### src/exu_pkg.sv
package exu_pkg;

    // major opcodes
    localparam logic [6:0] opc_store  = 7'b0100011;
    localparam logic [6:0] opc_op_imm = 7'b0010011;

    // funct3 for stores
    localparam logic [2:0] f3_sb   = 3'b000;
    localparam logic [2:0] f3_sh   = 3'b001;
    localparam logic [2:0] f3_sw   = 3'b010;
    // funct3 for addi within op-imm
    localparam logic [2:0] f3_addi = 3'b000;

    // store size code toward memory
    localparam logic [1:0] size_byte = 2'd0;
    localparam logic [1:0] size_half = 2'd1;
    localparam logic [1:0] size_word = 2'd2;
    localparam logic [1:0] size_idle = 2'd3;

    // instruction word seen through I-format and S-format views
    typedef union packed {
        struct packed {
            logic [11:0] imm;
            logic [4:0]  rs1;
            logic [2:0]  funct3;
            logic [4:0]  rd;
            logic [6:0]  opcode;
        } i_fmt;
        struct packed {
            logic [6:0]  imm_hi;
            logic [4:0]  rs2;
            logic [4:0]  rs1;
            logic [2:0]  funct3;
            logic [4:0]  imm_lo;
            logic [6:0]  opcode;
        } s_fmt;
    } instr_u;

endpackage

### src/instr_decode.sv
module instr_decode (
    hclk,
    hrstn,
    instr_valid,
    instr,
    instr_ready,
    dec_valid,
    dec_is_store,
    dec_size,
    dec_rs1,
    dec_rs2,
    dec_rd,
    dec_imm,
    dec_ready
);
input               hclk;
input               hrstn;
input               instr_valid;
input        [31:0] instr;
output logic        instr_ready;
output logic        dec_valid;
output logic        dec_is_store;
output logic [1:0]  dec_size;
output logic [4:0]  dec_rs1;
output logic [4:0]  dec_rs2;
output logic [4:0]  dec_rd;
output logic [11:0] dec_imm;
input               dec_ready;

exu_pkg::instr_u iw;
logic            is_store;
logic            is_addi;
logic [1:0]      st_size;

assign iw = instr;

always_comb begin
    is_addi  = (iw.i_fmt.opcode == exu_pkg::opc_op_imm) && (iw.i_fmt.funct3 == exu_pkg::f3_addi);
    is_store = iw.s_fmt.opcode == exu_pkg::opc_store;
    case (iw.s_fmt.funct3)
        exu_pkg::f3_sb: st_size = exu_pkg::size_byte;
        exu_pkg::f3_sh: st_size = exu_pkg::size_half;
        exu_pkg::f3_sw: st_size = exu_pkg::size_word;
        default: begin
            // unsupported store width is dropped like an illegal opcode
            st_size  = exu_pkg::size_idle;
            is_store = 1'b0;
        end
    endcase
end

// slot may refill in the same cycle it drains
assign instr_ready = !dec_valid || dec_ready;

always_ff @(posedge hclk or negedge hrstn) begin
    if (!hrstn) begin
        dec_valid <= 1'b0;
    end else if (instr_valid && instr_ready) begin
        dec_valid <= is_store || is_addi;
    end else if (dec_ready) begin
        dec_valid <= 1'b0;
    end
end

always_ff @(posedge hclk) begin
    if (instr_valid && instr_ready) begin
        dec_is_store <= is_store;
        dec_size     <= is_store ? st_size : exu_pkg::size_idle;
        dec_rs1      <= iw.i_fmt.rs1;
        dec_rs2      <= is_store ? iw.s_fmt.rs2 : 5'd0;
        dec_rd       <= is_addi ? iw.i_fmt.rd : 5'd0;
        dec_imm      <= is_store ? {iw.s_fmt.imm_hi, iw.s_fmt.imm_lo} : iw.i_fmt.imm;
    end
end

endmodule

### src/reg_file.sv
module reg_file (
    hclk,
    hrstn,
    reg_raddr_1,
    reg_ren_1,
    reg_rdata_1,
    reg_raddr_2,
    reg_ren_2,
    reg_rdata_2,
    reg_waddr,
    reg_wen,
    reg_wdata
);
input               hclk;
input               hrstn;
input        [4:0]  reg_raddr_1;
input               reg_ren_1;
output logic [31:0] reg_rdata_1;
input        [4:0]  reg_raddr_2;
input               reg_ren_2;
output logic [31:0] reg_rdata_2;
input        [4:0]  reg_waddr;
input               reg_wen;
input        [31:0] reg_wdata;

logic [31:0] regs [32];

always_ff @(posedge hclk or negedge hrstn) begin
    if (!hrstn) begin
        for (int i = 0; i < 32; i++) begin
            regs[i] <= 32'd0;
        end
        reg_rdata_1 <= 32'd0;
        reg_rdata_2 <= 32'd0;
    end else begin
        // x0 is never written
        if (reg_wen && (reg_waddr != 5'd0)) begin
            regs[reg_waddr] <= reg_wdata;
        end
        // read data holds until the next enable
        if (reg_ren_1) begin
            reg_rdata_1 <= (reg_raddr_1 == 5'd0) ? 32'd0 : regs[reg_raddr_1];
        end
        if (reg_ren_2) begin
            reg_rdata_2 <= (reg_raddr_2 == 5'd0) ? 32'd0 : regs[reg_raddr_2];
        end
    end
end

endmodule

### src/exu_store_swc.sv
module exu_store_swc (
    hclk,
    hrstn,
    dec_valid,
    dec_ready,
    dec_is_store,
    dec_size,
    dec_rs1,
    dec_rs2,
    dec_rd,
    dec_imm,
    reg_raddr_1,
    reg_ren_1,
    reg_rdata_1,
    reg_raddr_2,
    reg_ren_2,
    reg_rdata_2,
    reg_waddr,
    reg_wen,
    reg_wdata,
    ex_valid,
    ex_addr,
    ex_data,
    ex_size,
    ex_ready
);
input               hclk;
input               hrstn;
// decoded instruction
input               dec_valid;
output logic        dec_ready;
input               dec_is_store;
input        [1:0]  dec_size;
input        [4:0]  dec_rs1;
input        [4:0]  dec_rs2;
input        [4:0]  dec_rd;
input        [11:0] dec_imm;
// register file
output logic [4:0]  reg_raddr_1;
output logic        reg_ren_1;
input        [31:0] reg_rdata_1;
output logic [4:0]  reg_raddr_2;
output logic        reg_ren_2;
input        [31:0] reg_rdata_2;
output logic [4:0]  reg_waddr;
output logic        reg_wen;
output logic [31:0] reg_wdata;
// toward the store port
output logic        ex_valid;
output logic [31:0] ex_addr;
output logic [31:0] ex_data;
output logic [1:0]  ex_size;
input               ex_ready;

// 0 idle, 1 read, 2 data back, 3 compute, 4 waiting on ex_ready
logic [2:0]  cycle_cnt;
logic        dec_fire;
logic        is_store;
logic [1:0]  size;
logic [4:0]  rd;
logic [11:0] imm;
logic [31:0] sum;
logic [31:0] data_ext;

assign dec_ready = (cycle_cnt == 3'd0);
assign dec_fire  = dec_valid && dec_ready;

// shared by store address and addi result
assign sum = reg_rdata_1 + {{20{imm[11]}}, imm};

always_comb begin
    case (size)
        exu_pkg::size_byte: data_ext = {24'd0, reg_rdata_2[7:0]};
        exu_pkg::size_half: data_ext = {16'd0, reg_rdata_2[15:0]};
        default:            data_ext = reg_rdata_2;
    endcase
end

// addi commits on the edge closing cycle 3
assign reg_wen   = (cycle_cnt == 3'd3) && !is_store;
assign reg_waddr = rd;
assign reg_wdata = sum;

always_ff @(posedge hclk or negedge hrstn) begin
    if (!hrstn) begin
        cycle_cnt <= 3'd0;
        reg_ren_1 <= 1'b0;
        reg_ren_2 <= 1'b0;
        ex_valid  <= 1'b0;
        ex_size   <= exu_pkg::size_idle;
    end else begin
        reg_ren_1 <= 1'b0;
        reg_ren_2 <= 1'b0;
        case (cycle_cnt)
            3'd0: begin
                if (dec_fire) begin
                    cycle_cnt <= 3'd1;
                    reg_ren_1 <= 1'b1;
                    reg_ren_2 <= dec_is_store;
                end
            end
            3'd1: cycle_cnt <= 3'd2;
            3'd2: cycle_cnt <= 3'd3;
            3'd3: begin
                if (is_store) begin
                    cycle_cnt <= 3'd4;
                    ex_valid  <= 1'b1;
                    ex_size   <= size;
                end else begin
                    cycle_cnt <= 3'd0;
                end
            end
            default: begin
                if (ex_ready) begin
                    cycle_cnt <= 3'd0;
                    ex_valid  <= 1'b0;
                end
            end
        endcase
    end
end

always_ff @(posedge hclk) begin
    if (dec_fire) begin
        reg_raddr_1 <= dec_rs1;
        reg_raddr_2 <= dec_rs2;
        is_store    <= dec_is_store;
        size        <= dec_size;
        rd          <= dec_rd;
        imm         <= dec_imm;
    end
    if ((cycle_cnt == 3'd3) && is_store) begin
        ex_addr <= sum;
        ex_data <= data_ext;
    end
end

endmodule

### src/store_bus_if.sv
module store_bus_if (
    hclk,
    hrstn,
    ex_valid,
    ex_addr,
    ex_data,
    ex_size,
    ex_ready,
    store_valid,
    store_addr,
    store_data,
    store_strb,
    store_size,
    store_ready
);
input               hclk;
input               hrstn;
input               ex_valid;
input        [31:0] ex_addr;
input        [31:0] ex_data;
input        [1:0]  ex_size;
output logic        ex_ready;
output logic        store_valid;
output logic [31:0] store_addr;
output logic [31:0] store_data;
output logic [3:0]  store_strb;
output logic [1:0]  store_size;
input               store_ready;

logic [31:0] lane_data;
logic [3:0]  lane_strb;

// low address bits below the size are ignored
always_comb begin
    case (ex_size)
        exu_pkg::size_byte: begin
            lane_data = {4{ex_data[7:0]}};
            lane_strb = 4'b0001 << ex_addr[1:0];
        end
        exu_pkg::size_half: begin
            lane_data = {2{ex_data[15:0]}};
            lane_strb = ex_addr[1] ? 4'b1100 : 4'b0011;
        end
        exu_pkg::size_word: begin
            lane_data = ex_data;
            lane_strb = 4'b1111;
        end
        default: begin
            lane_data = ex_data;
            lane_strb = 4'b0000;
        end
    endcase
end

assign ex_ready = !store_valid || store_ready;

always_ff @(posedge hclk or negedge hrstn) begin
    if (!hrstn) begin
        store_valid <= 1'b0;
        store_size  <= exu_pkg::size_idle;
    end else if (ex_valid && ex_ready) begin
        store_valid <= 1'b1;
        store_size  <= ex_size;
    end else if (store_ready) begin
        store_valid <= 1'b0;
        store_size  <= exu_pkg::size_idle;
    end
end

always_ff @(posedge hclk) begin
    if (ex_valid && ex_ready) begin
        store_addr <= ex_addr;
        store_data <= lane_data;
        store_strb <= lane_strb;
    end
end

endmodule

### src/exu_store_top.sv
module exu_store_top (
    hclk,
    hrstn,
    instr_valid,
    instr,
    instr_ready,
    store_valid,
    store_addr,
    store_data,
    store_strb,
    store_size,
    store_ready
);
input         hclk;
input         hrstn;
input         instr_valid;
input  [31:0] instr;
output        instr_ready;
output        store_valid;
output [31:0] store_addr;
output [31:0] store_data;
output [3:0]  store_strb;
output [1:0]  store_size;
input         store_ready;

// decoder to sequencer
logic        dec_valid;
logic        dec_ready;
logic        dec_is_store;
logic [1:0]  dec_size;
logic [4:0]  dec_rs1;
logic [4:0]  dec_rs2;
logic [4:0]  dec_rd;
logic [11:0] dec_imm;
// register file ports
logic [4:0]  reg_raddr_1;
logic        reg_ren_1;
logic [31:0] reg_rdata_1;
logic [4:0]  reg_raddr_2;
logic        reg_ren_2;
logic [31:0] reg_rdata_2;
logic [4:0]  reg_waddr;
logic        reg_wen;
logic [31:0] reg_wdata;
// sequencer to store port
logic        ex_valid;
logic        ex_ready;
logic [31:0] ex_addr;
logic [31:0] ex_data;
logic [1:0]  ex_size;

instr_decode u_instr_decode (
    .hclk(hclk), .hrstn(hrstn),
    .instr_valid(instr_valid), .instr(instr), .instr_ready(instr_ready),
    .dec_valid(dec_valid), .dec_is_store(dec_is_store), .dec_size(dec_size),
    .dec_rs1(dec_rs1), .dec_rs2(dec_rs2), .dec_rd(dec_rd), .dec_imm(dec_imm),
    .dec_ready(dec_ready)
);

reg_file u_reg_file (
    .hclk(hclk), .hrstn(hrstn),
    .reg_raddr_1(reg_raddr_1), .reg_ren_1(reg_ren_1), .reg_rdata_1(reg_rdata_1),
    .reg_raddr_2(reg_raddr_2), .reg_ren_2(reg_ren_2), .reg_rdata_2(reg_rdata_2),
    .reg_waddr(reg_waddr), .reg_wen(reg_wen), .reg_wdata(reg_wdata)
);

exu_store_swc u_exu_store_swc (
    .hclk(hclk), .hrstn(hrstn),
    .dec_valid(dec_valid), .dec_ready(dec_ready), .dec_is_store(dec_is_store),
    .dec_size(dec_size), .dec_rs1(dec_rs1), .dec_rs2(dec_rs2), .dec_rd(dec_rd),
    .dec_imm(dec_imm),
    .reg_raddr_1(reg_raddr_1), .reg_ren_1(reg_ren_1), .reg_rdata_1(reg_rdata_1),
    .reg_raddr_2(reg_raddr_2), .reg_ren_2(reg_ren_2), .reg_rdata_2(reg_rdata_2),
    .reg_waddr(reg_waddr), .reg_wen(reg_wen), .reg_wdata(reg_wdata),
    .ex_valid(ex_valid), .ex_addr(ex_addr), .ex_data(ex_data), .ex_size(ex_size),
    .ex_ready(ex_ready)
);

store_bus_if u_store_bus_if (
    .hclk(hclk), .hrstn(hrstn),
    .ex_valid(ex_valid), .ex_addr(ex_addr), .ex_data(ex_data), .ex_size(ex_size),
    .ex_ready(ex_ready),
    .store_valid(store_valid), .store_addr(store_addr), .store_data(store_data),
    .store_strb(store_strb), .store_size(store_size), .store_ready(store_ready)
);

endmodule

### config.mk
export PLATFORM = sky130hd
export DESIGN_NAME = exu_store_top
export DESIGN_NICKNAME = d
export VERILOG_FILES = /design/src/exu_pkg.sv /design/src/instr_decode.sv /design/src/reg_file.sv /design/src/exu_store_swc.sv /design/src/store_bus_if.sv /design/src/exu_store_top.sv
export SDC_FILE = /design/constraint.sdc
export NUM_CORES = 2
export LEC_CHECK = 0
export BUFFER_PORTS_ARGS = -buffer_cell sky130_fd_sc_hd__buf_2
export CAP_MARGIN = 0
export CORE_UTILIZATION = 55
export CTS_CLUSTER_SIZE = 12
export DETAILED_ROUTE_END_ITERATION = 12
export GPL_TIMING_DRIVEN = 0
export PLACE_DENSITY = 0.69
export SYNTH_ARGS = -nofsm -noshare
export SYNTH_HDL_FRONTEND = slang
export SYNTH_SLANG_ARGS = --single-unit
### constraint.sdc
create_clock -name hclk -period 3.7 [get_ports hclk]
set_input_delay 0.74 -clock hclk [delete_from_list [all_inputs] [get_ports hclk]]
set_output_delay 0.74 -clock hclk [all_outputs]
set_load 0.1 [all_outputs]
==> impl_metrics.ini <==
[status]
outcome = complete, but fails checks
violations = capacitance limit, slew limit, setup timing

[power_and_ir_drop]
total_power_mw = 37.2
power.leakage_nw = 31.1
p_seq_share_pct = 44.5
powerDensity_nw_per_um2 = 512
internal_power_mw = 25.9
p_switching_mw = 11.4
ir_worst_vdd_mv = 0.517
netSwitchingFraction_pct = 30.5
clkPwrFrac_pct = 39.4
pwr-share-comb_pct = 16.1

[synthesis]
synth.avg_cell_area_um2 = 10.9
yosys_warnings = 0
syn_inst = 5949
yosys-top-cells-area = dfrtp_1 (42%), mux4_2 (9.1%), edfxtp_1 (8.9%)
yosysSeqAreaShare_pct = 51.6
synth_top_area_cell = dfrtp_1
synth_most_common_cell = dfrtp_1
ys_seq_elements = 1292
synth_cell_types = 68
synth_nets = 6017
synth-edff-count = 192
yosysTopAreaCellShare_pct = 42.5
async_reset_ff_share_pct = 85.1
synth_area_um2 = 64600
ys_top_cells_by_count = dfrtp_1 (1096), nand2_1 (942), o21ai_0 (888)
ys.flop_type = dfrtp_1

[drt]
finalWirelength_mm = 254
first_pass_iters = 9
drc = 0
met1_length_mm = 96.3
met2RoutedLength_mm = 104
via_per_inst = 6.85
via_count = 54000
antenna_left = 0
wl_met3_mm = 33.3
wl_per_cell_um = 32.3
top_layer = met5
drt-initial-drc-count = 7213

[worst_setup_path]
critical_path_class = flop to flop
crit_buf_inv = 3
cp_cell_sequence = buf_2 > clkdlybuf4s15_1 > buf_2 > mux4_2 > o22ai_1 > nor3_1 > a21oi_1 > o22ai_1
required_ns = 4.42
worst_path_max_delay_cell = clkdlybuf4s15_1
cp_top_family = buffers and inverters
start_kind = flop
cp-end-kind = flop
cp.arrival_ns = 4.59
critPathMaxStageDelay_ns = 1.09
critPathMaxFanout = 10

[final_layout]
synthToLayoutAreaGrowth_pct = 12.7
fin_area_um2 = 72700
finalNetCount = 6292
final_layout_size_suffix_gt1_share_pct = 17.6

[clock_network]
cts_root_buf = clkbuf_16
cts.clk_slew.worst_paths_ns = 0.06
insertion_delay_ns = 0.81
cts_tree = done
cts_sinks = 1292
clockBufferDepth = 3
cts_htree_levels = 4
cts_buffers = 145

[die]
die_h_um = 345
die-area_um2 = 119000
die_w_um = 345
coreArea_um2 = 116000
num_rows = 125
io_pins = 108
start_util_pct = 55.5

[timing]
finalCriticalPeriod_ns = 3.87
clock.fmax_mhz = 259
worst_pin_slew_ns = 1.57
timing.final.ws_setup_ns = -0.168
clock_skew_ns = 0.0285
slew_viol_final = 22
finalSetupViolCount = 20
relSlewSlack_pct = -4.95
rsz0062_at_grt = yes
finalCritPeriodShare_pct = 105
tns_ns = -1.08
hold_violations = 0

[global_route]
grt_max_degree = 169
antenna_found_initial = 14
grt_pass1_vias = 51000
groute.usage.overall_pct = 43.1
grt-ovfl-total = 0
grt_pass1_wl_mm = 360

[place]
placed_cell_area_um2 = 67300
hpwl_mm = 185
port_buffers = 107
place_congestion = 1.04

[flow_run]
maxCapViolCount = 2

[worst_hold_path]
hp-class = primary input to flop
==> metal layers <==
metal	GRT usage, %	vias up
met5	1.12	-
li1	-	22300
met4	30.1	6
met2	58.4	3739
met3	16.7	883
met1	56.6	27000
==> cell type report <==
class / count / area, µm²
antenna: 14 / 35.0
buffer: 579 / 2430
clock buffer: 225 / 4370
clock inverter: 39 / 420
fill: 9497 / 43500
inverter: 99 / 374
multi-input combinational: 3973 / 28900
sequential: 1292 / 33300
tap: 1524 / 1910
timing repair buffer: 134 / 1010
==> state kept, by name (all words and copies together), names as in the netlist, 32 cells and up <==
signal	flops
u_exu_store_swc.ex_addr	32
u_exu_store_swc.ex_data	32
u_reg_file.reg_rdata_1	32
u_reg_file.reg_rdata_2	32
u_reg_file.regs	1024
u_store_bus_if.store_addr	32
u_store_bus_if.store_data	32
==> metrics by stage <==
stage	hold slack, ns	cells	utilization [%]	worst slack (ns)
global route	0.106	7865	62.6	-0.0424
floorplan	0.400	5949	-	0.589
finish	0.113	7879	62.6	-0.168
detailed placement	0.405	7594	58.0	-1.33
global placement	0.400	7580	57.7	-22.51
CTS	0.0863	7865	62.4	0.00345
==> kinds of logic (layout without fill, tap and decap cells) <==
| group | after synthesis | after routing | share of synthesized area [%] |
|---|---|---|---|
| muxes | 922 | 922 | 19.9 |
| and+or+nand+nor | 1224 | 1224 | 7.65 |
| AOI/OAI and AO/OA | 1771 | 1771 | 15.7 |
| adders and majority gates | 32 | 32 | 0.632 |
| xor gates and xnor gates | 24 | 24 | 0.326 |
| buffers and inverters | 684 | 1076 | 4.24 |
| other | 0 | 14 | 0 |
| DFF | 1292 | 1292 | 51.6 |
==> power groups by stage <==
stage,Clock [mW],Combinational [mW],Sequential [mW]
finish,14.6,6.00,16.6
global route,15.2,6.36,16.7
CTS,14.6,5.93,16.5
detailed placement,0,5.84,16.8
global placement,0,5.68,16.8
floorplan,0,2.36,18.5
==> placed cells by master, fill, tap and decap left out, types with 18 or more instances in the layout <==
cell type / count
a21oi_1: 345
and2_1: 29
buf_2: 198
clkbuf_1: 454
clkbuf_16: 149
clkbuf_2: 39
clkbuf_8: 36
dfrtp_1: 1096
edfxtp_1: 192
ha_1: 31
inv_1: 98
mux2_2: 272
mux2i_1: 387
mux4_2: 262
nand2_1: 942
nand3_1: 18
nor2_1: 109
nor3_1: 64
o21ai_0: 886
o221ai_1: 126
o22ai_1: 192
o31ai_1: 126
==> what timing repair did <==
| item | CTS | global route |
|---|---|---|
| setup endpoints to repair | 672 | 435 |
| hold buffers | 1 | 0 |
| gates resized for setup | 67 | 55 |
| setup buffers | 12 | 0 |
| hold endpoints to repair | 58 | 0 |
| pin swaps | 4 | 3 |
==> worst register-to-register path: stages, from the launching register on <==
cell,delay [ns]
edfxtp_1,0.31
buf_2,0.36
clkdlybuf4s15_1,1.09
buf_2,0.59
mux4_2,0.35
o22ai_1,0.08
nor3_1,0.76
a21oi_1,0.11
o22ai_1,0.14
==> worst paths after layout <==
| kind | startpoint | end | slack (ns) | cells after the start |
|---|---|---|---|---|
| max | u_exu_store_swc.reg_raddr_1[0]$_DFFE_PP_ | u_reg_file.reg_rdata_1[8]$_DFFE_PN0P_ | -0.17 | 8 |
| min | instr[27] | u_instr_decode.dec_imm[7]$_DFFE_PP_ | 0.11 | 1 |
| max reg2reg | u_exu_store_swc.reg_raddr_1[0]$_DFFE_PP_ | u_reg_file.reg_rdata_1[8]$_DFFE_PN0P_ | -0.17 | 8 |
| min reg2reg | u_exu_store_swc.ex_addr[13]$_DFFE_PP_ | u_store_bus_if.store_addr[13]$_DFFE_PP_ | 0.42 | 0 |
| max in group asynchronous | hrstn | u_reg_file.regs[162]$_DFFE_PN0P_ | 1.23 | 4 |
| min in group asynchronous | hrstn | u_reg_file.regs[953]$_DFFE_PN0P_ | 0.47 | 2 |
No activity file was read; power rests on OpenSTA's default activity.
